===== src/mem_xbar_params.svh =====
/*
 * Sizes of the rasterizer memory port. MEM_XBAR_ID_W must stay the sum of the
 * source index and local ID widths, and MEM_XBAR_NUM_SRC must fit in the index.
 */
`ifndef MEM_XBAR_PARAMS_SVH
`define MEM_XBAR_PARAMS_SVH

// Number of read requesters merged onto the memory port
`define MEM_XBAR_NUM_SRC 3

// Source index carried in the upper memory ID bits
`define MEM_XBAR_SRC_IDX_W 2

// ID width as seen by one requester
`define MEM_XBAR_LOCAL_ID_W 2

// Memory side ID holds the source index above the local ID
`define MEM_XBAR_ID_W (`MEM_XBAR_SRC_IDX_W + `MEM_XBAR_LOCAL_ID_W)

`define MEM_XBAR_ADDR_W 32
`define MEM_XBAR_DATA_W 32

// A burst carries len + 1 beats
`define MEM_XBAR_LEN_W 8
`define MEM_XBAR_RESP_W 2

// Read beats held while the sources stall
`define MEM_XBAR_RD_FIFO_DEPTH 4

`endif


===== src/mem_xbar_pkg.sv =====
/*
 * Types shared by the memory port blocks, sized from mem_xbar_params.svh.
 * mem_id_t is {source index, local ID}, source index in the upper bits.
 */
`default_nettype none

`include "mem_xbar_params.svh"

package mem_xbar_pkg;

    // Which requester a transaction belongs to
    typedef logic [`MEM_XBAR_SRC_IDX_W-1:0] src_idx_t;

    // Transaction ID private to one requester
    typedef logic [`MEM_XBAR_LOCAL_ID_W-1:0] local_id_t;

    // ID on the external memory port
    typedef logic [`MEM_XBAR_ID_W-1:0] mem_id_t;

    typedef logic [`MEM_XBAR_ADDR_W-1:0] addr_t;
    typedef logic [`MEM_XBAR_DATA_W-1:0] data_t;

    // Burst length, number of beats minus one
    typedef logic [`MEM_XBAR_LEN_W-1:0] len_t;

    typedef logic [`MEM_XBAR_RESP_W-1:0] resp_t;

endpackage

`default_nettype wire


===== src/rd_beat_if.sv =====
/*
 * One buffered read beat on its way back to a requester, valid/ready handshake.
 * The ID still holds the source index in its upper bits.
 */
`timescale 1ns/1ps
`default_nettype none

interface rd_beat_if import mem_xbar_pkg::*; (
    input wire aclk,
    input wire rst_n
);

    logic    valid;
    logic    ready;
    mem_id_t id;
    data_t   data;
    resp_t   resp;
    logic    last;

    // Buffer side
    modport src (
        input  aclk,
        input  rst_n,
        output valid,
        output id,
        output data,
        output resp,
        output last,
        input  ready
    );

    // Router side, which also clocks its checks from here
    modport dst (
        input  aclk,
        input  rst_n,
        input  valid,
        input  id,
        input  data,
        input  resp,
        input  last,
        output ready
    );

endinterface

`default_nettype wire


===== src/ar_arbiter.sv =====
/*
 * Round-robin merge of the source AR channels into one registered AR channel.
 * Accepts one request per cycle, and none while the output register is stalled.
 */
`timescale 1ns/1ps
`default_nettype none

`include "mem_xbar_params.svh"

module ar_arbiter import mem_xbar_pkg::*; (
    input  wire                                  aclk,
    input  wire                                  rst_n,

    input  wire  [`MEM_XBAR_NUM_SRC-1:0]         s_ar_valid,
    output logic [`MEM_XBAR_NUM_SRC-1:0]         s_ar_ready,
    input  wire  local_id_t [`MEM_XBAR_NUM_SRC-1:0] s_ar_id,
    input  wire  addr_t [`MEM_XBAR_NUM_SRC-1:0]  s_ar_addr,
    input  wire  len_t [`MEM_XBAR_NUM_SRC-1:0]   s_ar_len,

    output logic                                 m_ar_valid,
    input  wire                                  m_ar_ready,
    output mem_id_t                              m_ar_id,
    output addr_t                                m_ar_addr,
    output len_t                                 m_ar_len
);

    // Source that gets the first look in the next arbitration
    src_idx_t rr_ptr;

    logic     load;
    logic     grant_valid;
    src_idx_t grant_idx;

    // The register can take a new request when empty or emptying this cycle
    assign load = !m_ar_valid || m_ar_ready;

    // First requester at or after the pointer wins
    always_comb begin
        int idx;
        grant_valid = 1'b0;
        grant_idx = '0;
        for (int k = 0; k < `MEM_XBAR_NUM_SRC; k++) begin
            idx = (int'(rr_ptr) + k) % `MEM_XBAR_NUM_SRC;
            if (!grant_valid && s_ar_valid[idx]) begin
                grant_valid = 1'b1;
                grant_idx = src_idx_t'(idx);
            end
        end
    end

    always_comb begin
        s_ar_ready = '0;
        if (load && grant_valid) begin
            s_ar_ready[grant_idx] = 1'b1;
        end
    end

    always_ff @(posedge aclk or negedge rst_n) begin
        if (!rst_n) begin
            m_ar_valid <= 1'b0;
            rr_ptr <= '0;
        end else if (load) begin
            m_ar_valid <= grant_valid;
            // The winner drops to last priority for the next round
            if (grant_valid) begin
                if (grant_idx == src_idx_t'(`MEM_XBAR_NUM_SRC - 1)) begin
                    rr_ptr <= '0;
                end else begin
                    rr_ptr <= grant_idx + 1'b1;
                end
            end
        end
    end

    // Tag the outgoing ID with the winner's index so the read data finds its way back
    always_ff @(posedge aclk) begin
        if (load && grant_valid) begin
            m_ar_id <= {grant_idx, s_ar_id[grant_idx]};
            m_ar_addr <= s_ar_addr[grant_idx];
            m_ar_len <= s_ar_len[grant_idx];
        end
    end

    // A pending request must not change before memory takes it
    ar_hold_stable: assert property (
        @(posedge aclk) disable iff (!rst_n)
        m_ar_valid && !m_ar_ready |=> m_ar_valid && $stable(m_ar_id)
            && $stable(m_ar_addr) && $stable(m_ar_len)
    );

    // A winner does not win twice in a row while every source is waiting
    ar_rr_rotate: assert property (
        @(posedge aclk) disable iff (!rst_n)
        ((|s_ar_ready) && (s_ar_valid == '1)) |=>
            !(load && (s_ar_valid == '1)) || (s_ar_ready != $past(s_ar_ready))
    );

endmodule

`default_nettype wire


===== src/rd_beat_fifo.sv =====
/*
 * Circular buffer for memory read beats, MEM_XBAR_RD_FIFO_DEPTH entries deep.
 * rready drops only when full. A new beat shows at the output one cycle later.
 */
`timescale 1ns/1ps
`default_nettype none

`include "mem_xbar_params.svh"

module rd_beat_fifo import mem_xbar_pkg::*; (
    input  wire          aclk,
    input  wire          rst_n,

    input  wire          m_r_valid,
    output logic         m_r_ready,
    input  wire mem_id_t m_r_id,
    input  wire data_t   m_r_data,
    input  wire resp_t   m_r_resp,
    input  wire          m_r_last,

    rd_beat_if.src       beat
);

    localparam int depth = `MEM_XBAR_RD_FIFO_DEPTH;
    localparam int ptr_w = (depth > 1) ? $clog2(depth) : 1;
    localparam int cnt_w = $clog2(depth + 1);

    mem_id_t            id_mem   [depth];
    data_t              data_mem [depth];
    resp_t              resp_mem [depth];
    logic               last_mem [depth];

    logic [ptr_w-1:0]   wr_ptr;
    logic [ptr_w-1:0]   rd_ptr;
    logic [cnt_w-1:0]   count;
    logic               push;
    logic               pop;

    // Depth need not be a power of two
    function automatic logic [ptr_w-1:0] next_ptr(input logic [ptr_w-1:0] p);
        return (p == ptr_w'(depth - 1)) ? '0 : p + 1'b1;
    endfunction

    assign m_r_ready = (count != cnt_w'(depth));
    assign push = m_r_valid && m_r_ready;
    assign pop = beat.valid && beat.ready;

    // The head entry is presented straight from the storage registers
    assign beat.valid = (count != '0);
    assign beat.id = id_mem[rd_ptr];
    assign beat.data = data_mem[rd_ptr];
    assign beat.resp = resp_mem[rd_ptr];
    assign beat.last = last_mem[rd_ptr];

    always_ff @(posedge aclk) begin
        if (push) begin
            id_mem[wr_ptr] <= m_r_id;
            data_mem[wr_ptr] <= m_r_data;
            resp_mem[wr_ptr] <= m_r_resp;
            last_mem[wr_ptr] <= m_r_last;
        end
    end

    always_ff @(posedge aclk or negedge rst_n) begin
        if (!rst_n) begin
            wr_ptr <= '0;
            rd_ptr <= '0;
            count <= '0;
        end else begin
            if (push) begin
                wr_ptr <= next_ptr(wr_ptr);
            end
            if (pop) begin
                rd_ptr <= next_ptr(rd_ptr);
            end
            // Simultaneous push and pop leave the occupancy unchanged
            if (push && !pop) begin
                count <= count + 1'b1;
            end else if (pop && !push) begin
                count <= count - 1'b1;
            end
        end
    end

    // Empty and full both leave the two pointers on the same entry
    fifo_ptr_match: assert property (
        @(posedge aclk) disable iff (!rst_n)
        (count == '0 || count == cnt_w'(depth)) |-> (wr_ptr == rd_ptr)
    );

    fifo_count_bound: assert property (
        @(posedge aclk) disable iff (!rst_n)
        count <= cnt_w'(depth)
    );

endmodule

`default_nettype wire


===== src/rd_resp_router.sv =====
/*
 * Sends each buffered read beat to the source named in its upper ID bits.
 * Purely combinational. Data fields go to every source and only valid is steered
 */
`timescale 1ns/1ps
`default_nettype none

`include "mem_xbar_params.svh"

module rd_resp_router import mem_xbar_pkg::*; (
    rd_beat_if.dst                          beat,

    input  wire  [`MEM_XBAR_NUM_SRC-1:0]    s_r_ready,
    output logic [`MEM_XBAR_NUM_SRC-1:0]    s_r_valid,
    output local_id_t [`MEM_XBAR_NUM_SRC-1:0] s_r_id,
    output data_t [`MEM_XBAR_NUM_SRC-1:0]   s_r_data,
    output resp_t [`MEM_XBAR_NUM_SRC-1:0]   s_r_resp,
    output logic [`MEM_XBAR_NUM_SRC-1:0]    s_r_last
);

    src_idx_t  sel;
    local_id_t local_id;

    // Upper bits were added by the arbiter and are stripped again here
    assign sel = beat.id[`MEM_XBAR_ID_W-1:`MEM_XBAR_LOCAL_ID_W];
    assign local_id = beat.id[`MEM_XBAR_LOCAL_ID_W-1:0];

    always_comb begin
        for (int i = 0; i < `MEM_XBAR_NUM_SRC; i++) begin
            s_r_valid[i] = beat.valid && (sel == src_idx_t'(i));
            s_r_id[i] = local_id;
            s_r_data[i] = beat.data;
            s_r_resp[i] = beat.resp;
            s_r_last[i] = beat.last;
        end
    end

    // Only the addressed source can pop the buffer
    always_comb begin
        beat.ready = 1'b0;
        for (int i = 0; i < `MEM_XBAR_NUM_SRC; i++) begin
            if (sel == src_idx_t'(i)) begin
                beat.ready = s_r_ready[i];
            end
        end
    end

    // Memory must echo an ID that the arbiter could have issued
    route_src_in_range: assert property (
        @(posedge beat.aclk) disable iff (!beat.rst_n)
        beat.valid |-> (int'(sel) < `MEM_XBAR_NUM_SRC)
    );

endmodule

`default_nettype wire


===== src/rrx_mem_xbar.sv =====
/*
 * Read-only memory port for the rasterizer with three requesters on one AXI-style AR/R.
 * No write channels. Memory must echo m_axi_arid on every read beat
 */
`timescale 1ns/1ps
`default_nettype none

module rrx_mem_xbar import mem_xbar_pkg::*; (
    input  wire            aclk,
    input  wire            rst_n,

    // Source 0 is the command path and sources 1 and 2 are the texture units
    input  wire            s0_ar_valid,
    output wire            s0_ar_ready,
    input  wire local_id_t s0_ar_id,
    input  wire addr_t     s0_ar_addr,
    input  wire len_t      s0_ar_len,
    input  wire            s1_ar_valid,
    output wire            s1_ar_ready,
    input  wire local_id_t s1_ar_id,
    input  wire addr_t     s1_ar_addr,
    input  wire len_t      s1_ar_len,
    input  wire            s2_ar_valid,
    output wire            s2_ar_ready,
    input  wire local_id_t s2_ar_id,
    input  wire addr_t     s2_ar_addr,
    input  wire len_t      s2_ar_len,

    output wire            s0_r_valid,
    input  wire            s0_r_ready,
    output wire local_id_t s0_r_id,
    output wire data_t     s0_r_data,
    output wire resp_t     s0_r_resp,
    output wire            s0_r_last,
    output wire            s1_r_valid,
    input  wire            s1_r_ready,
    output wire local_id_t s1_r_id,
    output wire data_t     s1_r_data,
    output wire resp_t     s1_r_resp,
    output wire            s1_r_last,
    output wire            s2_r_valid,
    input  wire            s2_r_ready,
    output wire local_id_t s2_r_id,
    output wire data_t     s2_r_data,
    output wire resp_t     s2_r_resp,
    output wire            s2_r_last,

    // External memory
    output wire            m_axi_arvalid,
    input  wire            m_axi_arready,
    output wire mem_id_t   m_axi_arid,
    output wire addr_t     m_axi_araddr,
    output wire len_t      m_axi_arlen,
    input  wire            m_axi_rvalid,
    output wire            m_axi_rready,
    input  wire mem_id_t   m_axi_rid,
    input  wire data_t     m_axi_rdata,
    input  wire resp_t     m_axi_rresp,
    input  wire            m_axi_rlast
);

    rd_beat_if beat_if (.aclk(aclk), .rst_n(rst_n));

    ar_arbiter u_ar_arbiter (
        .aclk       (aclk),
        .rst_n      (rst_n),
        .s_ar_valid ({s2_ar_valid, s1_ar_valid, s0_ar_valid}),
        .s_ar_ready ({s2_ar_ready, s1_ar_ready, s0_ar_ready}),
        .s_ar_id    ({s2_ar_id, s1_ar_id, s0_ar_id}),
        .s_ar_addr  ({s2_ar_addr, s1_ar_addr, s0_ar_addr}),
        .s_ar_len   ({s2_ar_len, s1_ar_len, s0_ar_len}),
        .m_ar_valid (m_axi_arvalid),
        .m_ar_ready (m_axi_arready),
        .m_ar_id    (m_axi_arid),
        .m_ar_addr  (m_axi_araddr),
        .m_ar_len   (m_axi_arlen)
    );

    rd_beat_fifo u_rd_beat_fifo (
        .aclk      (aclk),
        .rst_n     (rst_n),
        .m_r_valid (m_axi_rvalid),
        .m_r_ready (m_axi_rready),
        .m_r_id    (m_axi_rid),
        .m_r_data  (m_axi_rdata),
        .m_r_resp  (m_axi_rresp),
        .m_r_last  (m_axi_rlast),
        .beat      (beat_if.src)
    );

    rd_resp_router u_rd_resp_router (
        .beat      (beat_if.dst),
        .s_r_ready ({s2_r_ready, s1_r_ready, s0_r_ready}),
        .s_r_valid ({s2_r_valid, s1_r_valid, s0_r_valid}),
        .s_r_id    ({s2_r_id, s1_r_id, s0_r_id}),
        .s_r_data  ({s2_r_data, s1_r_data, s0_r_data}),
        .s_r_resp  ({s2_r_resp, s1_r_resp, s0_r_resp}),
        .s_r_last  ({s2_r_last, s1_r_last, s0_r_last})
    );

endmodule

`default_nettype wire


===== config.mk =====
export PLATFORM = sky130hd
export DESIGN_NAME = rrx_mem_xbar
export DESIGN_NICKNAME = d
export VERILOG_FILES = /design/src/mem_xbar_pkg.sv /design/src/rd_beat_if.sv /design/src/ar_arbiter.sv /design/src/rd_beat_fifo.sv /design/src/rd_resp_router.sv /design/src/rrx_mem_xbar.sv
export VERILOG_INCLUDE_DIRS = /design/src
export SDC_FILE = /design/constraint.sdc
export NUM_CORES = 1
export LEC_CHECK = 0
export BUFFER_PORTS_ARGS = -buffer_cell sky130_fd_sc_hd__buf_4
export CORE_ASPECT_RATIO = 1.75
export CORE_MARGIN = 2
export CORE_UTILIZATION = 45
export CTS_CLUSTER_DIAMETER = 30
export DETAILED_ROUTE_END_ITERATION = 8
export GPL_ROUTABILITY_DRIVEN = 1
export MAX_ROUTING_LAYER = met4
export PLACE_DENSITY_LB_ADDON = 0.25
export SLEW_MARGIN = 10
export SYNTH_ARGS = -nofsm -noshare
export SYNTH_HDL_FRONTEND = slang
export SYNTH_SLANG_ARGS = --single-unit
export TNS_END_PERCENT = 30

===== constraint.sdc =====
create_clock -name aclk -period 2.5 [get_ports aclk]
set_input_delay 0.125 -clock aclk [delete_from_list [all_inputs] [get_ports aclk]]
set_output_delay 0.125 -clock aclk [all_outputs]
set_load 0.005 [all_outputs]

* After elaboration in Yosys (flattened, before gate mapping)
Memories as Yosys holds them, arrays and structs flattened.
Cells that the tools add are included.
Widths: inputs -> output; s select.
** Word-level totals
- Register bits :: 54
- RAM bits :: 156
- Output and inout port bits :: 163
- Word-level logic and storage cells :: 88
- Memories :: 4
** Cells by class
- $add $sub $neg :: 7
- Div/mod/pow operators :: 3
- Order comparisons :: 5
- Eq/ne operators :: 6
- Muxes and demuxes :: 34
- Reduce and logical (&&, ||, !) cells :: 21
** Memories
- u_rd_beat_fifo.data_mem :: depth 4, width 32, rd ports 1, clocked after Yosys merged registers in 0, wr ports 1, line rd_beat_fifo.sv:29 : data_t data_mem [depth];
- u_rd_beat_fifo.id_mem :: depth 4, width 4, rd ports 1, clocked after Yosys merged registers in 0, wr ports 1, line rd_beat_fifo.sv:28 : mem_id_t id_mem [depth];
- u_rd_beat_fifo.resp_mem :: depth 4, width 2, rd ports 1, clocked after Yosys merged registers in 0, wr ports 1, line rd_beat_fifo.sv:30 : resp_t resp_mem [depth];
- u_rd_beat_fifo.last_mem :: depth 4, width 1, rd ports 1, clocked after Yosys merged registers in 0, wr ports 1, line rd_beat_fifo.sv:31 : logic last_mem [depth];
** Operator list (number)
- $lt 32x4->1 const B :: 3
- $bmux 32 s2 :: 1
- $mod 32x3->32 const B :: 2
- $mod 3x3->32 const B :: 1
- $mux 32 :: 1
- $bmux 8 s2 :: 1
- $mux 1 :: 15
- $mux 2 :: 7
- $logic_and 1x1->1 :: 11
- $mux 3 :: 3
- $eq 2x2->1 const B :: 4
- $mux 8 :: 1
- $add 2x1->2 const B :: 3
- $bmux 1 s2 :: 3
- $logic_not 1->1 :: 5
- $bmux 2 s2 :: 1
- $add 2x1->3 const B :: 1
- $add 2x2->3 const B :: 1
- $add 3x1->3 const B :: 1
- $lt 2x3->1 const B :: 1
- $ne 3x3->1 const B :: 1
- $reduce_bool 3->1 :: 1
- $sub 3x1->3 const B :: 1
- $demux 1 s2 :: 1
- other kinds (6) :: 6

* Longest topological paths before layout
- Depth in word-level cells :: 16
- Gate-level depth with buffers :: 12

* Hierarchy
Synthesis repeated with hierarchy kept, for this count alone.
** Unflattened totals
- Cell total of the unflattened synthesis :: 596
- Area total of the unflattened synthesis :: 9733.1 µm²
** By module, submodules not included
- rd_beat_fifo :: instances 1, cells an instance 241, area each 6119.6 µm², seq. area each 4859.7 µm²
- ar_arbiter :: instances 1, cells an instance 237, area each 2732.6 µm², seq. area each 1396.3 µm²
- rd_resp_router :: instances 1, cells an instance 118, area each 880.8 µm², seq. area each 0.0 µm²

* Least setup slack after synthesis
No wires, ideal clock.
- Kind :: reg-to-reg
- From :: register u_ar_arbiter.rr_ptr[0]
- To :: register u_ar_arbiter.m_ar_addr[0], enable pin
- Setup time :: 0.398 ns
- Arrival :: 2.249 ns
- Slack :: -0.148 ns
- Cell stages (with the launch flop) :: 8
- Cell sequence :: dfrtp_1 inv_1 ha_1 o32a_1 nor2_1 a211oi_1 nand2_1 inv_1
** Between the ends
- Cells in the longest elaborated chain, start to end :: 12
- Elaborated cells on any way between the ends :: 22
- Those cells by class :: add/sub: 2; div: 3; mux: 12; reduce/logical: 5
** Ends and longest elaborated chain
- start: declaration :: line ar_arbiter.sv:28 : src_idx_t rr_ptr;
- start signal: assignment :: line ar_arbiter.sv:69 : rr_ptr <= grant_idx + 1'b1;
- branches (longest 10 deep; another with $mod 32x3->32)
- $mux 1 (*) :: line ar_arbiter.sv:44 : if (!grant_valid && s_ar_valid[idx]) begin
- $logic_and 1x1->1 (*) :: line ar_arbiter.sv:77 : if (load && grant_valid) begin
- end signal: assignment :: line ar_arbiter.sv:79 : m_ar_addr <= s_ar_addr[grant_idx];
- end: declaration :: line ar_arbiter.sv:23 : output addr_t m_ar_addr,
Mark *: on every way between the ends. The select of a mux whose other input is x is not followed.
A chain may end at the register's enable or synchronous reset.

* Worst setup path after layout
- From :: register u_ar_arbiter.rr_ptr[0]
- To :: output s2_ar_ready
** Between the ends
- Cells in the longest elaborated chain, start to end :: 16
- Elaborated cells on any way between the ends :: 31
- Those cells by class :: add/sub: 2; div: 3; order compare: 2; mux: 18; reduce/logical: 6
** Ends and longest elaborated chain
- branches (longest 15 deep; another with $mod 32x3->32)
- $mux 3 (*) :: line ar_arbiter.sv:53 : if (load && grant_valid) begin
- end: declaration :: line rrx_mem_xbar.sv:24 : output wire s2_ar_ready,
Marks and branches as above.

==> metrics.md <==
| Metric | Value |
|---|---|
| RR Startpoint | `u_rd_beat_fifo.rd_ptr[0]` |
| HP Start | `s1_ar_addr[25]` |
| Crit Path Class | `flip-flop to primary output` |
| Vias in the first global route | `7127` |
| Final #Nets | `1135` |
| Distinct cells, synth | `37` |
| Synth-to-Final Area Change | `55.18%` |
| Critical Path AT | `2.40 ns` |
| Cell count after placement | `1003` |
| Via count | `6319` |
| CTS H-tree depth | `1` |
| Status | `finished with violations` |
| Worst min path class | `input port to flip-flop` |
| CTS Sinks | `210` |
| Failing checks | `setup timing` |
| Worst Tran Pin Value | `0.6223 ns` |
| Clock tree root driver cell | `clkbuf_16` |
| Area contributors post-synth | `edfxtp_1 (67%), mux4_2 (9.5%), buf_4 (6.7%), a22o_1 (4.1%), a21o_1 (3.5%)` |
| Type of origin of the critical path | `flip-flop` |
| Post-Route WL | `24630 um` |
| Pre-CTS setup slack | `-0.03169 ns` |
| Initial antenna violation count | `1` |
| Die Footprint | `21260 um^2` |
| Fin cells | `around 1200` |
| Total CTS buffers | `28` |
| Worst hold endpoint | `u_ar_arbiter.m_ar_addr[25]` |
| Die height | `191.4 um` |
| Worst-skew pair later-pin latency | `0.53 ns` |
| Share of layout cells above drive strength 1 | `0.4743` |
| Routed len/inst | `20.20 um` |
| Final Critical Period | `2.528 ns` |
| Crit-path max FO | `20` |
| Final period util | `1.011` |
| Fillers | `1276` |
| Final instance area | `roughly 14000 um^2` |
| Top_reg_cell synth | `edfxtp_1` |
| Clk buf depth | `3` |
| Boundary Pins | `338` |
| Final hold viol count | `0` |
| Worst Setup End Kind | `primary output` |
| Vias per cell | `5.184` |
| Worst reg-to-reg path cell count | `8` |
| Leading area contributor after synthesis | `edfxtp_1` |
| Final setup fails | `1` |
| Reg clk slew, reported paths | `around 0.070 ns` |
| Core Footprint | `19740 um^2` |
| RR Endpoint | `u_rd_beat_fifo.count[1]` |
| DP Area | `roughly 11000 um^2` |
| Setup WS post-layout | `-0.02833 ns` |
| DRC | `0` |
| Pre-antenna DRT Iters | `4` |
| Die X | `111.1 um` |
| GPL Wtd Cong | `0.7789` |
| Total gr overflow | `0` |
| Mapped Cells | `approximately 500` |
| Register area share after synthesis | `0.6927` |
| Initial Utilization | `0.4575` |
| LEAKAGE | `~5.8 nW` |
| Routed Antenna Nets | `0` |
| Total Routing Usage GR | `0.2346` |
| Largest net degree at the start of global routing | `45` |
| Most frequent cell after synthesis | `edfxtp_1` |
| PwrDens | `roughly 1200 nW/um^2` |
| Relative max-transition margin | `0.5841` |
| Final TNS setup | `-0.02833 ns` |
| Global-route wire length before repair | `37760 um` |
| Worst reg-to-reg setup slack | `0.02 ns` |
| Most common library cells after synthesis | `edfxtp_1 (200), buf_4 (80), a21o_1 (42), a22o_1 (42), mux4_2 (38)` |
| Mapped Avg Cell Area | `17.88 um^2` |
| DR iter-0 viols | `228` |
| Post-Syn Area | `9031 um^2` |
| Fmax achieved | `395.5 MHz` |
| Syn_nets | `689` |
| Peak VDD IR | `0.0007519 V` |
| Fin. max-slew vios | `0` |
| CTS tree | `done` |
| Port Buf Inserts | `337` |
| Syn. warnings | `0` |
| Data required time of the critical path | `roughly 2.4 ns` |
| Ys async rst share | `0.04762` |
| Setup Skew | `0.02157 ns` |
| HPWL Detailed | `14610 um` |
| Hold Path Stages | `3` |
| Max-Cap Viols | `0` |
| Unrepaired setup endpoints after global routing | `yes` |
| Yosys reg bits | `210` |
| Top-area cell type share of the netlist area | `0.6650` |
| EDFF count, synth | `200` |
| Cell row count | `slightly below 70` |
what timing repair did:
action | 4_1_cts | 5_1_grt
buffers inserted | 1 | 0
pin swaps | 4 | 1
gates resized for setup | 15 | 1
cloned | 2 | 0
endpoints found under the setup margin | 157 | 25
hold buffers | 160 | 0
endpoints found under the hold margin | 209 | 0
cell type report:
cell class / count / area, um^2 / area share
clock buffer: 29 / 704.4 / 0.05026
sequential: 210 / 6259 / 0.4466
tap: 245 / 306.5 / 0.02187
timing repair buffer: 513 / 4368 / 0.3117
clock inverter: 22 / 234.0 / 0.01669
multi-input combinational: 187 / 2093 / 0.1494
antenna: 2 / 5.005 / 0.0003571
inverter: 11 / 45.04 / 0.003214
worst max path at each step:
stage,slack [ns],start,cells past startpoint,to
final,-0.03,u_ar_arbiter.rr_ptr[0],8,s2_ar_ready
after global routing,-0.14,u_ar_arbiter.rr_ptr[1],8,s2_ar_ready
after CTS,-0.009,u_ar_arbiter.rr_ptr[0],8,s2_ar_ready
after detailed placement,-0.03,u_ar_arbiter.rr_ptr[0],6,u_ar_arbiter.m_ar_addr[25]
after global placement,0.08,u_rd_beat_fifo.rd_ptr[0],8,u_rd_beat_fifo.count[1]
after floorplan,0.02,u_rd_beat_fifo.rd_ptr[0],9,u_rd_beat_fifo.count[1]
logic make-up (layout without fill, tap and decap cells):
kind of cell,count (synthesis),in the layout,share of synthesized area
AOI/OAI and AO/OA,95,95,0.08507
other,0,2,0
and+or+nand+nor,31,32,0.01801
xor gates and xnor gates,3,3,0.002910
buffers and inverters,109,575,0.08133
adders and majority gates,10,10,0.01455
muxes,47,47,0.1054
DFF,210,210,0.6927
critical path: stages, from the launching register on:
cell	delay [ns]
dfrtp_1	0.40
inv_2	0.06
ha_4	0.27
or3b_1	0.37
a21oi_2	0.15
o21a_2	0.18
buf_12	0.16
and3_1	0.16
buf_4	0.13
layout by cell type (no fill, tap or decap), drive strengths merged, types with 8 or more instances in the layout:
cell type    netlist  layout
a21o              42      42
edfxtp           200     200
clkbuf             2      29
clkinv             0      11
a22o              42      42
dlygate4sd3        0     160
dfrtp             10      10
inv               11      15
ha                 8       8
nor2              10      11
buf               96     352
mux4              38      38
routing by layer:
metal / GRT usage / vias to the layer above / share of wire
met5: - / - / 0
met4: 0.08547 / 0 / 0.030
met3: 0.04090 / 53 / 0.068
met2: 0.4257 / 319 / 0.55
met1: 0.2597 / 3127 / 0.36
li1: - / 2820 / -
power by group:
group | internal (mW) | leakage, nW | switching, mW
Clock | 2.24 | 0.442 | 1.59
Sequential | 5.08 | 1.97 | 0.351
Combinational | 3.91 | 3.39 | 3.17
state kept, by name, indices dropped and copies added, names as in the netlist, 3 cells and up:
name and flops:
u_ar_arbiter.m_ar_addr 32, u_ar_arbiter.m_ar_id 4, u_ar_arbiter.m_ar_len 8, u_rd_beat_fifo.count 3, u_rd_beat_fifo.data_mem 128, u_rd_beat_fifo.id_mem 16
u_rd_beat_fifo.last_mem 4, u_rd_beat_fifo.resp_mem 8
stage by stage:
stage / hold WS (ns) / total power [mW] / utilization
floorplan: -0.1706 / 9.567 / -
global placement: -0.03586 / 11.87 / 0.5752
detailed placement: -0.03055 / 12.09 / 0.5752
CTS: 0.001077 / 16.38 / 0.7095
global route: 0.02361 / 17.18 / 0.7099
finish: 0.01820 / 16.35 / 0.7100
(Power assumes the default switching activity.)
